<file path="src/muldiv_pkg.sv">
package muldiv_pkg;

	localparam int xlen = 32;
	localparam int result_depth = 4;	// Result queue entries and input credits
	localparam int div_cycles = 32;	// One quotient bit per cycle
	localparam int mul_latency = 2;

	localparam int ptr_w = $clog2(result_depth);
	localparam int div_cnt_w = $clog2(div_cycles);
	// Downstream may grant several slots ahead of results
	localparam int out_credit_w = 8;

	typedef enum logic [2:0] {
		MUL    = 3'd0,
		MULH   = 3'd1,
		MULHSU = 3'd2,
		MULHU  = 3'd3,
		DIV    = 3'd4,
		DIVU   = 3'd5,
		REM    = 3'd6,
		REMU   = 3'd7
	} funct3_t;

	typedef logic [xlen-1:0] data_t;

	// Operand with one extra bit so signed and unsigned forms share one datapath
	typedef logic signed [xlen:0] opnd_t;

	typedef logic [$clog2(result_depth+1)-1:0] credit_t;
	typedef logic [ptr_w-1:0] ptr_t;
	typedef logic [div_cnt_w-1:0] div_cnt_t;
	typedef logic [out_credit_w-1:0] out_credit_t;

	// The four multiplies have funct3[2] clear
	function automatic logic is_mul_op(funct3_t op);
		return !op[2];
	endfunction

endpackage

</file>
<file path="src/muldiv_if.sv">
interface muldiv_if import muldiv_pkg::*; ();

	logic start;	// One-cycle pulse
	funct3_t op;
	opnd_t a;
	opnd_t b;
	data_t raw_a;
	data_t raw_b;
	logic done;	// One-cycle pulse
	data_t result;

	// Issue also watches done to know when the unit is free again
	modport issue (
		output start, op, a, b, raw_a, raw_b,
		input done
	);

	modport unit (
		input start, op, a, b, raw_a, raw_b,
		output done, result
	);

	modport monitor (
		input done, result
	);

endinterface

</file>
<file path="src/div_unit.sv">
module div_unit import muldiv_pkg::*; (
	input logic clk,
	input logic rst_n,
	muldiv_if.unit bus
);

	logic busy;
	div_cnt_t cnt;
	logic done_q;
	data_t result_q;

	data_t quo;	// Dividend shifts out while quotient bits shift in
	data_t rem_q;
	data_t dsr;
	logic neg_q;
	logic neg_r;
	logic is_rem;

	logic start_rem;
	logic signed_op;
	logic div_zero;
	logic overflow;
	data_t mag_a;
	data_t mag_b;
	data_t special;

	logic [xlen:0] r_sh;
	logic [xlen:0] diff;
	logic fits;
	data_t r_next;
	data_t q_next;
	data_t fixed_q;
	data_t fixed_r;
	logic last_step;

	always_comb begin
		start_rem = (bus.op == REM) || (bus.op == REMU);
		signed_op = (bus.op == DIV) || (bus.op == REM);
		div_zero = (bus.raw_b == '0);
		overflow = signed_op && (bus.raw_a == {1'b1, {(xlen-1){1'b0}}}) && (bus.raw_b == '1);
		mag_a = bus.a[xlen] ? -bus.raw_a : bus.raw_a;
		mag_b = bus.b[xlen] ? -bus.raw_b : bus.raw_b;
		if (div_zero)
			special = start_rem ? bus.raw_a : '1;
		else
			special = start_rem ? '0 : {1'b1, {(xlen-1){1'b0}}};
	end

	// One restoring step, the borrow out of diff says whether the divisor fits
	always_comb begin
		r_sh = {rem_q, quo[xlen-1]};
		diff = r_sh - {1'b0, dsr};
		fits = !diff[xlen];
		r_next = fits ? diff[xlen-1:0] : r_sh[xlen-1:0];
		q_next = {quo[xlen-2:0], fits};
		fixed_q = neg_q ? -q_next : q_next;
		fixed_r = neg_r ? -r_next : r_next;
		last_step = busy && (cnt == div_cnt_t'(div_cycles-1));
	end

	always_ff @(posedge clk) begin
		if (!rst_n) begin
			busy <= 1'b0;
			cnt <= '0;
			done_q <= 1'b0;
		end else begin
			done_q <= 1'b0;
			if (bus.start) begin
				cnt <= '0;
				if (div_zero || overflow)
					done_q <= 1'b1;	// Answered without iterating
				else
					busy <= 1'b1;
			end else if (busy) begin
				cnt <= cnt + 1'b1;
				if (last_step) begin
					busy <= 1'b0;
					done_q <= 1'b1;
				end
			end
		end
	end

	always_ff @(posedge clk) begin
		if (bus.start) begin
			quo <= mag_a;
			rem_q <= '0;
			dsr <= mag_b;
			neg_q <= bus.a[xlen] ^ bus.b[xlen];
			neg_r <= bus.a[xlen];	// Remainder follows the dividend
			is_rem <= start_rem;
			result_q <= special;
		end else if (busy) begin
			quo <= q_next;
			rem_q <= r_next;
			if (last_step)
				result_q <= is_rem ? fixed_r : fixed_q;
		end
	end

	assign bus.done = done_q;
	assign bus.result = result_q;

endmodule

</file>
<file path="src/mul_unit.sv">
module mul_unit import muldiv_pkg::*; (
	input logic clk,
	input logic rst_n,
	muldiv_if.unit bus
);

	logic signed [2*xlen+1:0] prod;
	funct3_t op1;
	logic v1;
	logic done_q;
	data_t result_q;

	always_ff @(posedge clk) begin
		if (!rst_n) begin
			v1 <= 1'b0;
			done_q <= 1'b0;
		end else begin
			v1 <= bus.start;
			done_q <= v1;
		end
	end

	// Both operands carry their own sign bit, so one signed multiply covers all four forms
	always_ff @(posedge clk) begin
		if (bus.start) begin
			prod <= bus.a * bus.b;
			op1 <= bus.op;
		end
	end

	always_ff @(posedge clk) begin
		if (v1) begin
			if (op1 == MUL)
				result_q <= prod[xlen-1:0];
			else
				result_q <= prod[2*xlen-1:xlen];	// MULH, MULHSU and MULHU
		end
	end

	assign bus.done = done_q;
	assign bus.result = result_q;

endmodule

</file>
<file path="src/muldiv_issue.sv">
module muldiv_issue import muldiv_pkg::*; (
	input logic clk,
	input logic rst_n,
	input logic req_valid,
	input funct3_t req_op,
	input data_t req_a,
	input data_t req_b,
	muldiv_if.issue mul_bus,
	muldiv_if.issue div_bus
);

	// Requests that could not start at once wait here in order
	funct3_t hold_op [result_depth];
	data_t hold_a [result_depth];
	data_t hold_b [result_depth];
	ptr_t wr_ptr;
	ptr_t rd_ptr;
	credit_t hold_cnt;

	logic [mul_latency-1:0] mul_pipe;
	logic div_busy;
	logic mul_start;
	logic div_start;

	logic hold_empty;
	logic pend_valid;
	funct3_t pend_op;
	data_t pend_a;
	data_t pend_b;
	logic pend_mul;
	logic a_sgn;
	logic b_sgn;
	logic mul_busy;
	logic div_free;
	logic issue;
	logic push;
	logic pop;

	funct3_t op_q;
	opnd_t a_q;
	opnd_t b_q;
	data_t raw_a_q;
	data_t raw_b_q;

	// Oldest waiting request goes first, a new one bypasses an empty hold
	assign hold_empty = (hold_cnt == '0);
	assign pend_valid = req_valid || !hold_empty;
	assign pend_op = hold_empty ? req_op : hold_op[rd_ptr];
	assign pend_a = hold_empty ? req_a : hold_a[rd_ptr];
	assign pend_b = hold_empty ? req_b : hold_b[rd_ptr];
	assign pend_mul = is_mul_op(pend_op);

	assign a_sgn = pend_op inside {MUL, MULH, MULHSU, DIV, REM};
	assign b_sgn = pend_op inside {MUL, MULH, DIV, REM};

	assign mul_busy = mul_start || (|mul_pipe);
	assign div_free = !div_busy || div_bus.done;	// Next start may follow done directly
	// Divides wait for the multiplier to drain so completions keep request order
	assign issue = pend_valid && div_free && (pend_mul || !mul_busy);

	assign push = req_valid && !(hold_empty && issue);
	assign pop = issue && !hold_empty;

	always_ff @(posedge clk) begin
		if (!rst_n) begin
			wr_ptr <= '0;
			rd_ptr <= '0;
			hold_cnt <= '0;
			mul_pipe <= '0;
			div_busy <= 1'b0;
			mul_start <= 1'b0;
			div_start <= 1'b0;
		end else begin
			if (push)
				wr_ptr <= wr_ptr + 1'b1;
			if (pop)
				rd_ptr <= rd_ptr + 1'b1;
			hold_cnt <= hold_cnt + credit_t'(push) - credit_t'(pop);
			mul_pipe <= {mul_pipe[mul_latency-2:0], mul_start};
			mul_start <= issue && pend_mul;
			div_start <= issue && !pend_mul;
			if (issue && !pend_mul)
				div_busy <= 1'b1;
			else if (div_bus.done)
				div_busy <= 1'b0;
		end
	end

	always_ff @(posedge clk) begin
		if (push) begin
			hold_op[wr_ptr] <= req_op;
			hold_a[wr_ptr] <= req_a;
			hold_b[wr_ptr] <= req_b;
		end
		if (issue) begin
			op_q <= pend_op;
			a_q <= {a_sgn & pend_a[xlen-1], pend_a};	// Sign or zero extend to 33 bits
			b_q <= {b_sgn & pend_b[xlen-1], pend_b};
			raw_a_q <= pend_a;
			raw_b_q <= pend_b;
		end
	end

	assign mul_bus.start = mul_start;
	assign mul_bus.op = op_q;
	assign mul_bus.a = a_q;
	assign mul_bus.b = b_q;
	assign mul_bus.raw_a = raw_a_q;
	assign mul_bus.raw_b = raw_b_q;

	assign div_bus.start = div_start;
	assign div_bus.op = op_q;
	assign div_bus.a = a_q;
	assign div_bus.b = b_q;
	assign div_bus.raw_a = raw_a_q;
	assign div_bus.raw_b = raw_b_q;

endmodule

</file>
<file path="src/muldiv_retire.sv">
module muldiv_retire import muldiv_pkg::*; (
	input logic clk,
	input logic rst_n,
	muldiv_if.monitor mul_bus,
	muldiv_if.monitor div_bus,
	input logic out_credit,
	output logic res_valid,
	output data_t res_data,
	output logic credit_return
);

	data_t mem [result_depth];
	ptr_t wr_ptr;
	ptr_t rd_ptr;
	credit_t count;
	out_credit_t out_cnt;	// Slots granted by downstream and not yet used

	logic push;
	data_t push_data;

	// Issue ordering keeps the two done pulses apart
	assign push = mul_bus.done || div_bus.done;
	assign push_data = mul_bus.done ? mul_bus.result : div_bus.result;

	assign res_valid = (count != '0) && (out_cnt != '0);
	assign res_data = mem[rd_ptr];

	always_ff @(posedge clk) begin
		if (!rst_n) begin
			wr_ptr <= '0;
			rd_ptr <= '0;
			count <= '0;
			out_cnt <= '0;
			credit_return <= 1'b0;
		end else begin
			if (push)
				wr_ptr <= wr_ptr + 1'b1;
			if (res_valid)
				rd_ptr <= rd_ptr + 1'b1;
			count <= count + credit_t'(push) - credit_t'(res_valid);
			out_cnt <= out_cnt + out_credit_t'(out_credit) - out_credit_t'(res_valid);
			credit_return <= res_valid;	// Frees one upstream slot per result sent
		end
	end

	always_ff @(posedge clk) begin
		if (push)
			mem[wr_ptr] <= push_data;
	end

endmodule

</file>
<file path="src/muldiv_top.sv">
module muldiv_top import muldiv_pkg::*; (
	input logic clk,
	input logic rst_n,
	input logic req_valid,
	input funct3_t req_op,
	input data_t req_a,
	input data_t req_b,
	output logic credit_return,
	output logic res_valid,
	output data_t res_data,
	input logic out_credit
);

	muldiv_if mul_bus ();
	muldiv_if div_bus ();

	muldiv_issue u_issue (
		.clk       (clk),
		.rst_n     (rst_n),
		.req_valid (req_valid),
		.req_op    (req_op),
		.req_a     (req_a),
		.req_b     (req_b),
		.mul_bus   (mul_bus),
		.div_bus   (div_bus)
	);

	mul_unit u_mul (
		.clk   (clk),
		.rst_n (rst_n),
		.bus   (mul_bus)
	);

	div_unit u_div (
		.clk   (clk),
		.rst_n (rst_n),
		.bus   (div_bus)
	);

	muldiv_retire u_retire (
		.clk           (clk),
		.rst_n         (rst_n),
		.mul_bus       (mul_bus),
		.div_bus       (div_bus),
		.out_credit    (out_credit),
		.res_valid     (res_valid),
		.res_data      (res_data),
		.credit_return (credit_return)
	);

endmodule

</file>
<file path="config.mk">
export PLATFORM = sky130hd
export DESIGN_NAME = muldiv_top
export DESIGN_NICKNAME = d
export VERILOG_FILES = /design/src/muldiv_pkg.sv /design/src/muldiv_if.sv /design/src/div_unit.sv /design/src/mul_unit.sv /design/src/muldiv_issue.sv /design/src/muldiv_retire.sv /design/src/muldiv_top.sv
export SDC_FILE = /design/constraint.sdc
export NUM_CORES = 2
export LEC_CHECK = 0
export BUFFER_PORTS_ARGS = -buffer_cell sky130_fd_sc_hd__buf_2
export CAP_MARGIN = 0
export CORE_UTILIZATION = 55
export DETAILED_ROUTE_END_ITERATION = 10
export HOLD_SLACK_MARGIN = 0.06
export PLACE_DENSITY_LB_ADDON = 0.25
export REMOVE_ABC_BUFFERS = 1
export SLEW_MARGIN = 20
export SYNTH_ARGS = -nofsm -noshare
export SYNTH_HDL_FRONTEND = slang
export SYNTH_SLANG_ARGS = --single-unit
</file>
<file path="constraint.sdc">
create_clock -name clk -period 18.1 [get_ports clk]
set_input_delay 3.62 -clock clk [delete_from_list [all_inputs] [get_ports clk]]
set_output_delay 3.62 -clock clk [all_outputs]
set_load 0.02 [all_outputs]
</file>
* Word level (Yosys, flattened, before mapping)
Memories as Yosys holds them, arrays and structs flattened. A register that Yosys moved wholly into a read port is not among the register bits.
Index checks and enable logic that the tools add are counted.
** Storage, ports and cells
- Flip-flop bits (word level) :: 400
- RAM bits :: 396
- Bits of input ports :: 71
- Output and inout port bits :: 34
- Logic and storage cells :: 148
- Memories :: 4
** Operators by class
- Add/sub/neg operators :: 16
- Multiply operators :: 1
- Equality and inequality tests :: 11
- Mux-type cells :: 41
- Bitwise gates (word level) :: 4
- Reduce and logical (&&, ||, !) cells :: 39
** Memories
- u_issue.hold_a :: words 4, width 32, rd ports 1, clocked after Yosys merged registers in 1, write ports 1, RTL line muldiv_issue.sv:14 : data_t hold_a [result_depth];
- u_issue.hold_b :: words 4, width 32, rd ports 1, clocked after Yosys merged registers in 1, write ports 1, RTL line muldiv_issue.sv:15 : data_t hold_b [result_depth];
- u_retire.mem :: words 4, width 32, rd ports 1, clocked after Yosys merged registers in 1, write ports 1, RTL line muldiv_retire.sv:12 : data_t mem [result_depth];
- u_issue.hold_op :: words 4, width 3, rd ports 1, clocked after Yosys merged registers in 1, write ports 1, RTL line muldiv_issue.sv:13 : funct3_t hold_op [result_depth];
** Operators by type and width (count)
- $mux 32 :: 18
- $neg 32->32 :: 4
- $eq 32x32->1 const B :: 2
- $mul 33x33->64 :: 1
- $sub 33x32->33 :: 1
- $logic_not 32->1 :: 1
- $mux 2 :: 8
- $eq 3x3->1 const B :: 5
- $mux 1 :: 14
- $logic_and 1x1->1 :: 11
- $logic_not 3->1 :: 3
- $add 2x1->2 const B :: 4
- $add 8x1->8 :: 1
- $logic_or 1x1->1 :: 8
- $reduce_bool 8->1 :: 1
- $sub 8x1->8 :: 1
- $add 3x1->3 :: 2
- $logic_not 1->1 :: 6
- $reduce_bool 2->1 :: 3
- $sub 3x1->3 :: 2
- $add 5x1->5 const B :: 1
- $eq 5x5->1 const B :: 1
- $reduce_bool 5->1 :: 1
- $reduce_bool 4->1 :: 1
- other kinds (10) :: 12

* Logic depth before layout (Yosys ltp)
- Depth in word-level cells :: 10
- Depth in mapped cells :: 32

* By module
A second synthesis with hierarchy kept.
** Second synthesis, totals
- Cells, all modules :: 6767
- Area, all modules :: 73489.2 µm²
** Modules (own cells, without submodules)
- mul_unit :: times used 1, cells an instance 4244, area each 41551.1 µm², sequential area each 3012.9 µm²
- muldiv_issue :: times used 1, cells an instance 897, area each 14680.3 µm², sequential area each 10400.0 µm²
- div_unit :: times used 1, cells an instance 1301, area each 11121.9 µm², sequential area each 3753.6 µm²
- muldiv_retire :: times used 1, cells an instance 325, area each 6135.9 µm², sequential area each 4204.0 µm²

* Worst setup path before layout
Ideal clock, no wire load.
- Path kind :: register to register
- From :: reg u_issue.a_q[32] (netlist: u_issue.div_bus.a[32])
- To :: reg u_mul.prod[59] (data pin)
- Library setup time :: 0.259 ns
- Arrival time :: 7.896 ns
- Path slack :: 9.946 ns
- Stages on the path, launching flop included :: 33
- Clock period less this slack :: 8.154 ns
- Cell sequence :: edfxtp_1 clkbuf_1 clkbuf_1 buf_1 nand2_1 inv_1 fa_1 inv_1 fa_1 inv_1 fa_1 inv_1 fa_1 inv_1 fa_1 fa_1 fa_1 inv_1 fa_1 inv_1 ha_1 nand3_1 or2_2 o311ai_0 a21oi_1 a211o_1 nand3_1 a21oi_1 o41a_1 nor2_1 a31oi_1 nor2b_1 xnor2_1
** On the way
- Longest elaborated chain between the ends :: 1
** RTL lines
- from (decl) :: RTL line muldiv_issue.sv:40 : opnd_t a_q;
- from (signal assigned) :: RTL line muldiv_issue.sv:97 : a_q <= {a_sgn & pend_a[xlen-1], pend_a};
- $mul 33x33->64 :: RTL line mul_unit.sv:26 : prod <= bus.a * bus.b;
- to (signal assigned) :: RTL line mul_unit.sv:26
- to (decl) :: RTL line mul_unit.sv:7 : logic signed [2*xlen+1:0] prod;
No other way between the ends.
A chain may end at the register's enable or synchronous reset.

==> results.yml <==
run_status:
  status: "finished clean"
global_routing:
  antenna_found_initial: 9
  grt_use_total_pct: 28.5
  grt_pass1_vias: 49763
  grt_max_degree: 70
  overflow: 0
  grt_pass1_wl_mm: 286
route:
  drc: 0
  vias_per_cell: 5.70
  drt_iter0_drc: 4083
  drt-total-wl_mm: 180
  ant_nets: 0
  first_pass_iters: 6
  wire_per_inst_um: 21.9
  via_count: 46888
sta:
  setup_viol: 0
  fin_hold_ws_ps: 494
  slew-limit-headroom_pct: 28.7
  fin_ws_ps: 9190
  worst_slew_pin_slew_ps: 1070
  drv_slew: 0
  final.min_clock_period_ps: 8910
  clock_skew_ps: 45.3
  hold_viol: 0
  setup_tns_ps: 0
  fin_crit_sh_pct: 49.2
  rsz0062_at_grt: "no"
  fmax_mhz: 112
layout:
  seqCellArea_sq_mm: 0.0213
  design_area_sq_mm: 0.0759
  multi_input_area_sq_mm: 0.0442
  finalNetCount: 7915
  drive_above_1_share_pct: 8.49
  area_delta_synth_final_pct: 6.40
  fillerInstances: 10564
critical_path:
  critPathRequiredTime_ps: 18520
  max_stage_delay_ps: 620
  critPathBufInv: 7
  crit_slowest_cell: "a221oi_1"
  arrival_ps: 9340
  crit_top_cell: "fa_1"
  critPathKind: "reg -> reg"
  crit_family: "adder cells"
  r2r_start: "u_issue.div_bus.raw_a[19]$_DFFE_PP_"
  path_max_fanout: 38
  critPathLaunchType: "flop"
  cp-end-kind: "flop"
  startpoint: "u_issue.div_bus.raw_a[19]$_DFFE_PP_"
min_path:
  hold_start: "u_issue.div_busy$_SDFFE_PN0P_"
  hp-class: "reg -> reg"
synthesis:
  synth_common_cells: "inv_1 (1170), fa_1 (1129), nand2_1 (849)"
  synth.avg_cell_area_sq_um: 10.9
  synth_area_leaders: "fa_1 (32%), edfxtp_1 (28%), inv_1 (6.2%)"
  synth_flop_cell: "edfxtp_1"
  ys_types: 91
  synth-seq-cells: 734
  yosysWarnings: 0
  yosysSeqAreaShare_pct: 29.9
  synth_top_area_cell: "fa_1"
  synth_area_sq_mm: 0.0714
  async_flop_share_pct: 0
  synth.most_common_cell: "inv_1"
  synth-edff-count: 663
  syn_inst: 6533
  yosysTopAreaCellShare_pct: 31.7
clocking:
  post_cts_buffers: 0
  cts.clk_slew.worst_paths_ps: 60
  h-tree-depth: 3
  hold_buffers: 0
  cts_tree: "done"
  cts_buffers: 80
  post_cts_resize_count: 0
  clk_latency_ps: 700
  root_buffer: "clkbuf_16"
  cts.sinks: 734
  clock_path_buffers: 3
placed_design:
  port_buffers: 104
  dp_hpwl_mm: 128
  preCtsSetupSlack_ps: 9290
  gp_congestion: 0.909
  place_area_sq_mm: 0.0734
die:
  initial_utilization_pct: 55.7
  design.die.area_sq_mm: 0.131
  die_x_um: 362
  placementRows: 131
  fp.dieH_um: 362
  core-area_sq_mm: 0.128
  ioPinCount: 105
run:
  max_cap_viol_count: 0
-- through the flow --
| stage | std cells | util, % |
|---|---|---|
| after global placement | 8087 | 57.2 |
| after CTS | 8228 | 59.2 |
| after floorplan | 6157 | - |
| after global routing | 8229 | 59.2 |
| final | 8233 | 59.2 |
| after detailed placement | 8087 | 57.2 |
-- layout make-up --
cell class | count | share of cell area [%]
clock buffer | 95 | 2.77
multi-input combinational | 4252 | 58.2
inverter | 1171 | 5.79
tap | 1729 | 2.85
clock inverter | 46 | 0.580
antenna | 4 | 0.0132
sequential | 734 | 28.1
timing repair buffer | 202 | 1.66
-- state kept, by name, indices dropped and copies added, names as in the netlist, 8 cells and up, named ones only --
register               flops
u_issue.div_bus.raw_a     31
u_retire.mem             128
u_div.dsr                 32
u_retire.out_cnt           8
u_div.quo                 32
u_mul.prod                64
u_div.rem_q               32
u_issue.hold_b           128
u_mul.bus.result          32
u_issue.div_bus.raw_b     31
u_div.bus.result          32
u_issue.hold_op           12
u_issue.hold_a           128
-- cell families after synthesis --
family	synth area share, %
AND/OR/NAND/NOR	12.6
adder cells (fa/ha/maj)	36.5
AO/OA/AOI/OAI	5.26
XOR/XNOR	2.98
buffers and inverters	8.20
flip-flops	29.9
multiplexers	4.59
-- final timing paths --
check / to / slack (ps) / cells after the start
setup / recovery: u_mul.prod[60]$_DFFE_PP_ / 9190 / 29
hold / removal: u_issue.div_busy$_SDFFE_PN0P_ / 490 / 1
setup reg to reg: u_mul.prod[60]$_DFFE_PP_ / 9190 / 29
hold reg to reg: u_issue.div_busy$_SDFFE_PN0P_ / 490 / 1
-- layout by cell type (no fill, tap or decap), drive strengths merged, types with 7 or more instances in the layout --
master / n
a211o: 7
a211oi: 39
a21boi: 10
a21o: 62
a21oi: 154
a31oi: 9
and2: 563
and3: 16
buf: 202
clkbuf: 95
clkinv: 25
clkinvlp: 7
dfxtp: 71
edfxtp: 663
fa: 1129
ha: 274
inv: 1180
mux2: 68
mux2i: 27
mux4: 99
nand2: 850
nand2b: 30
nand3: 31
nand4: 17
nor2: 192
nor2b: 23
nor3: 32
nor4: 15
o211ai: 28
o21a: 19
o21ai: 111
o21bai: 12
o31ai: 34
o41ai: 12
or2: 15
or3: 34
or4: 14
xnor2: 148
xor2: 95
-- per-layer routing --
metal	share of wire, %	track usage, %
met5	0.015	0
met2	46	45.2
met4	2.6	7.82
met1	41	40.1
met3	9.6	5.94
Power is left out: the tool's default activity adds up to more than one toggle a clock period on the data nets, which glitch-free logic cannot reach.
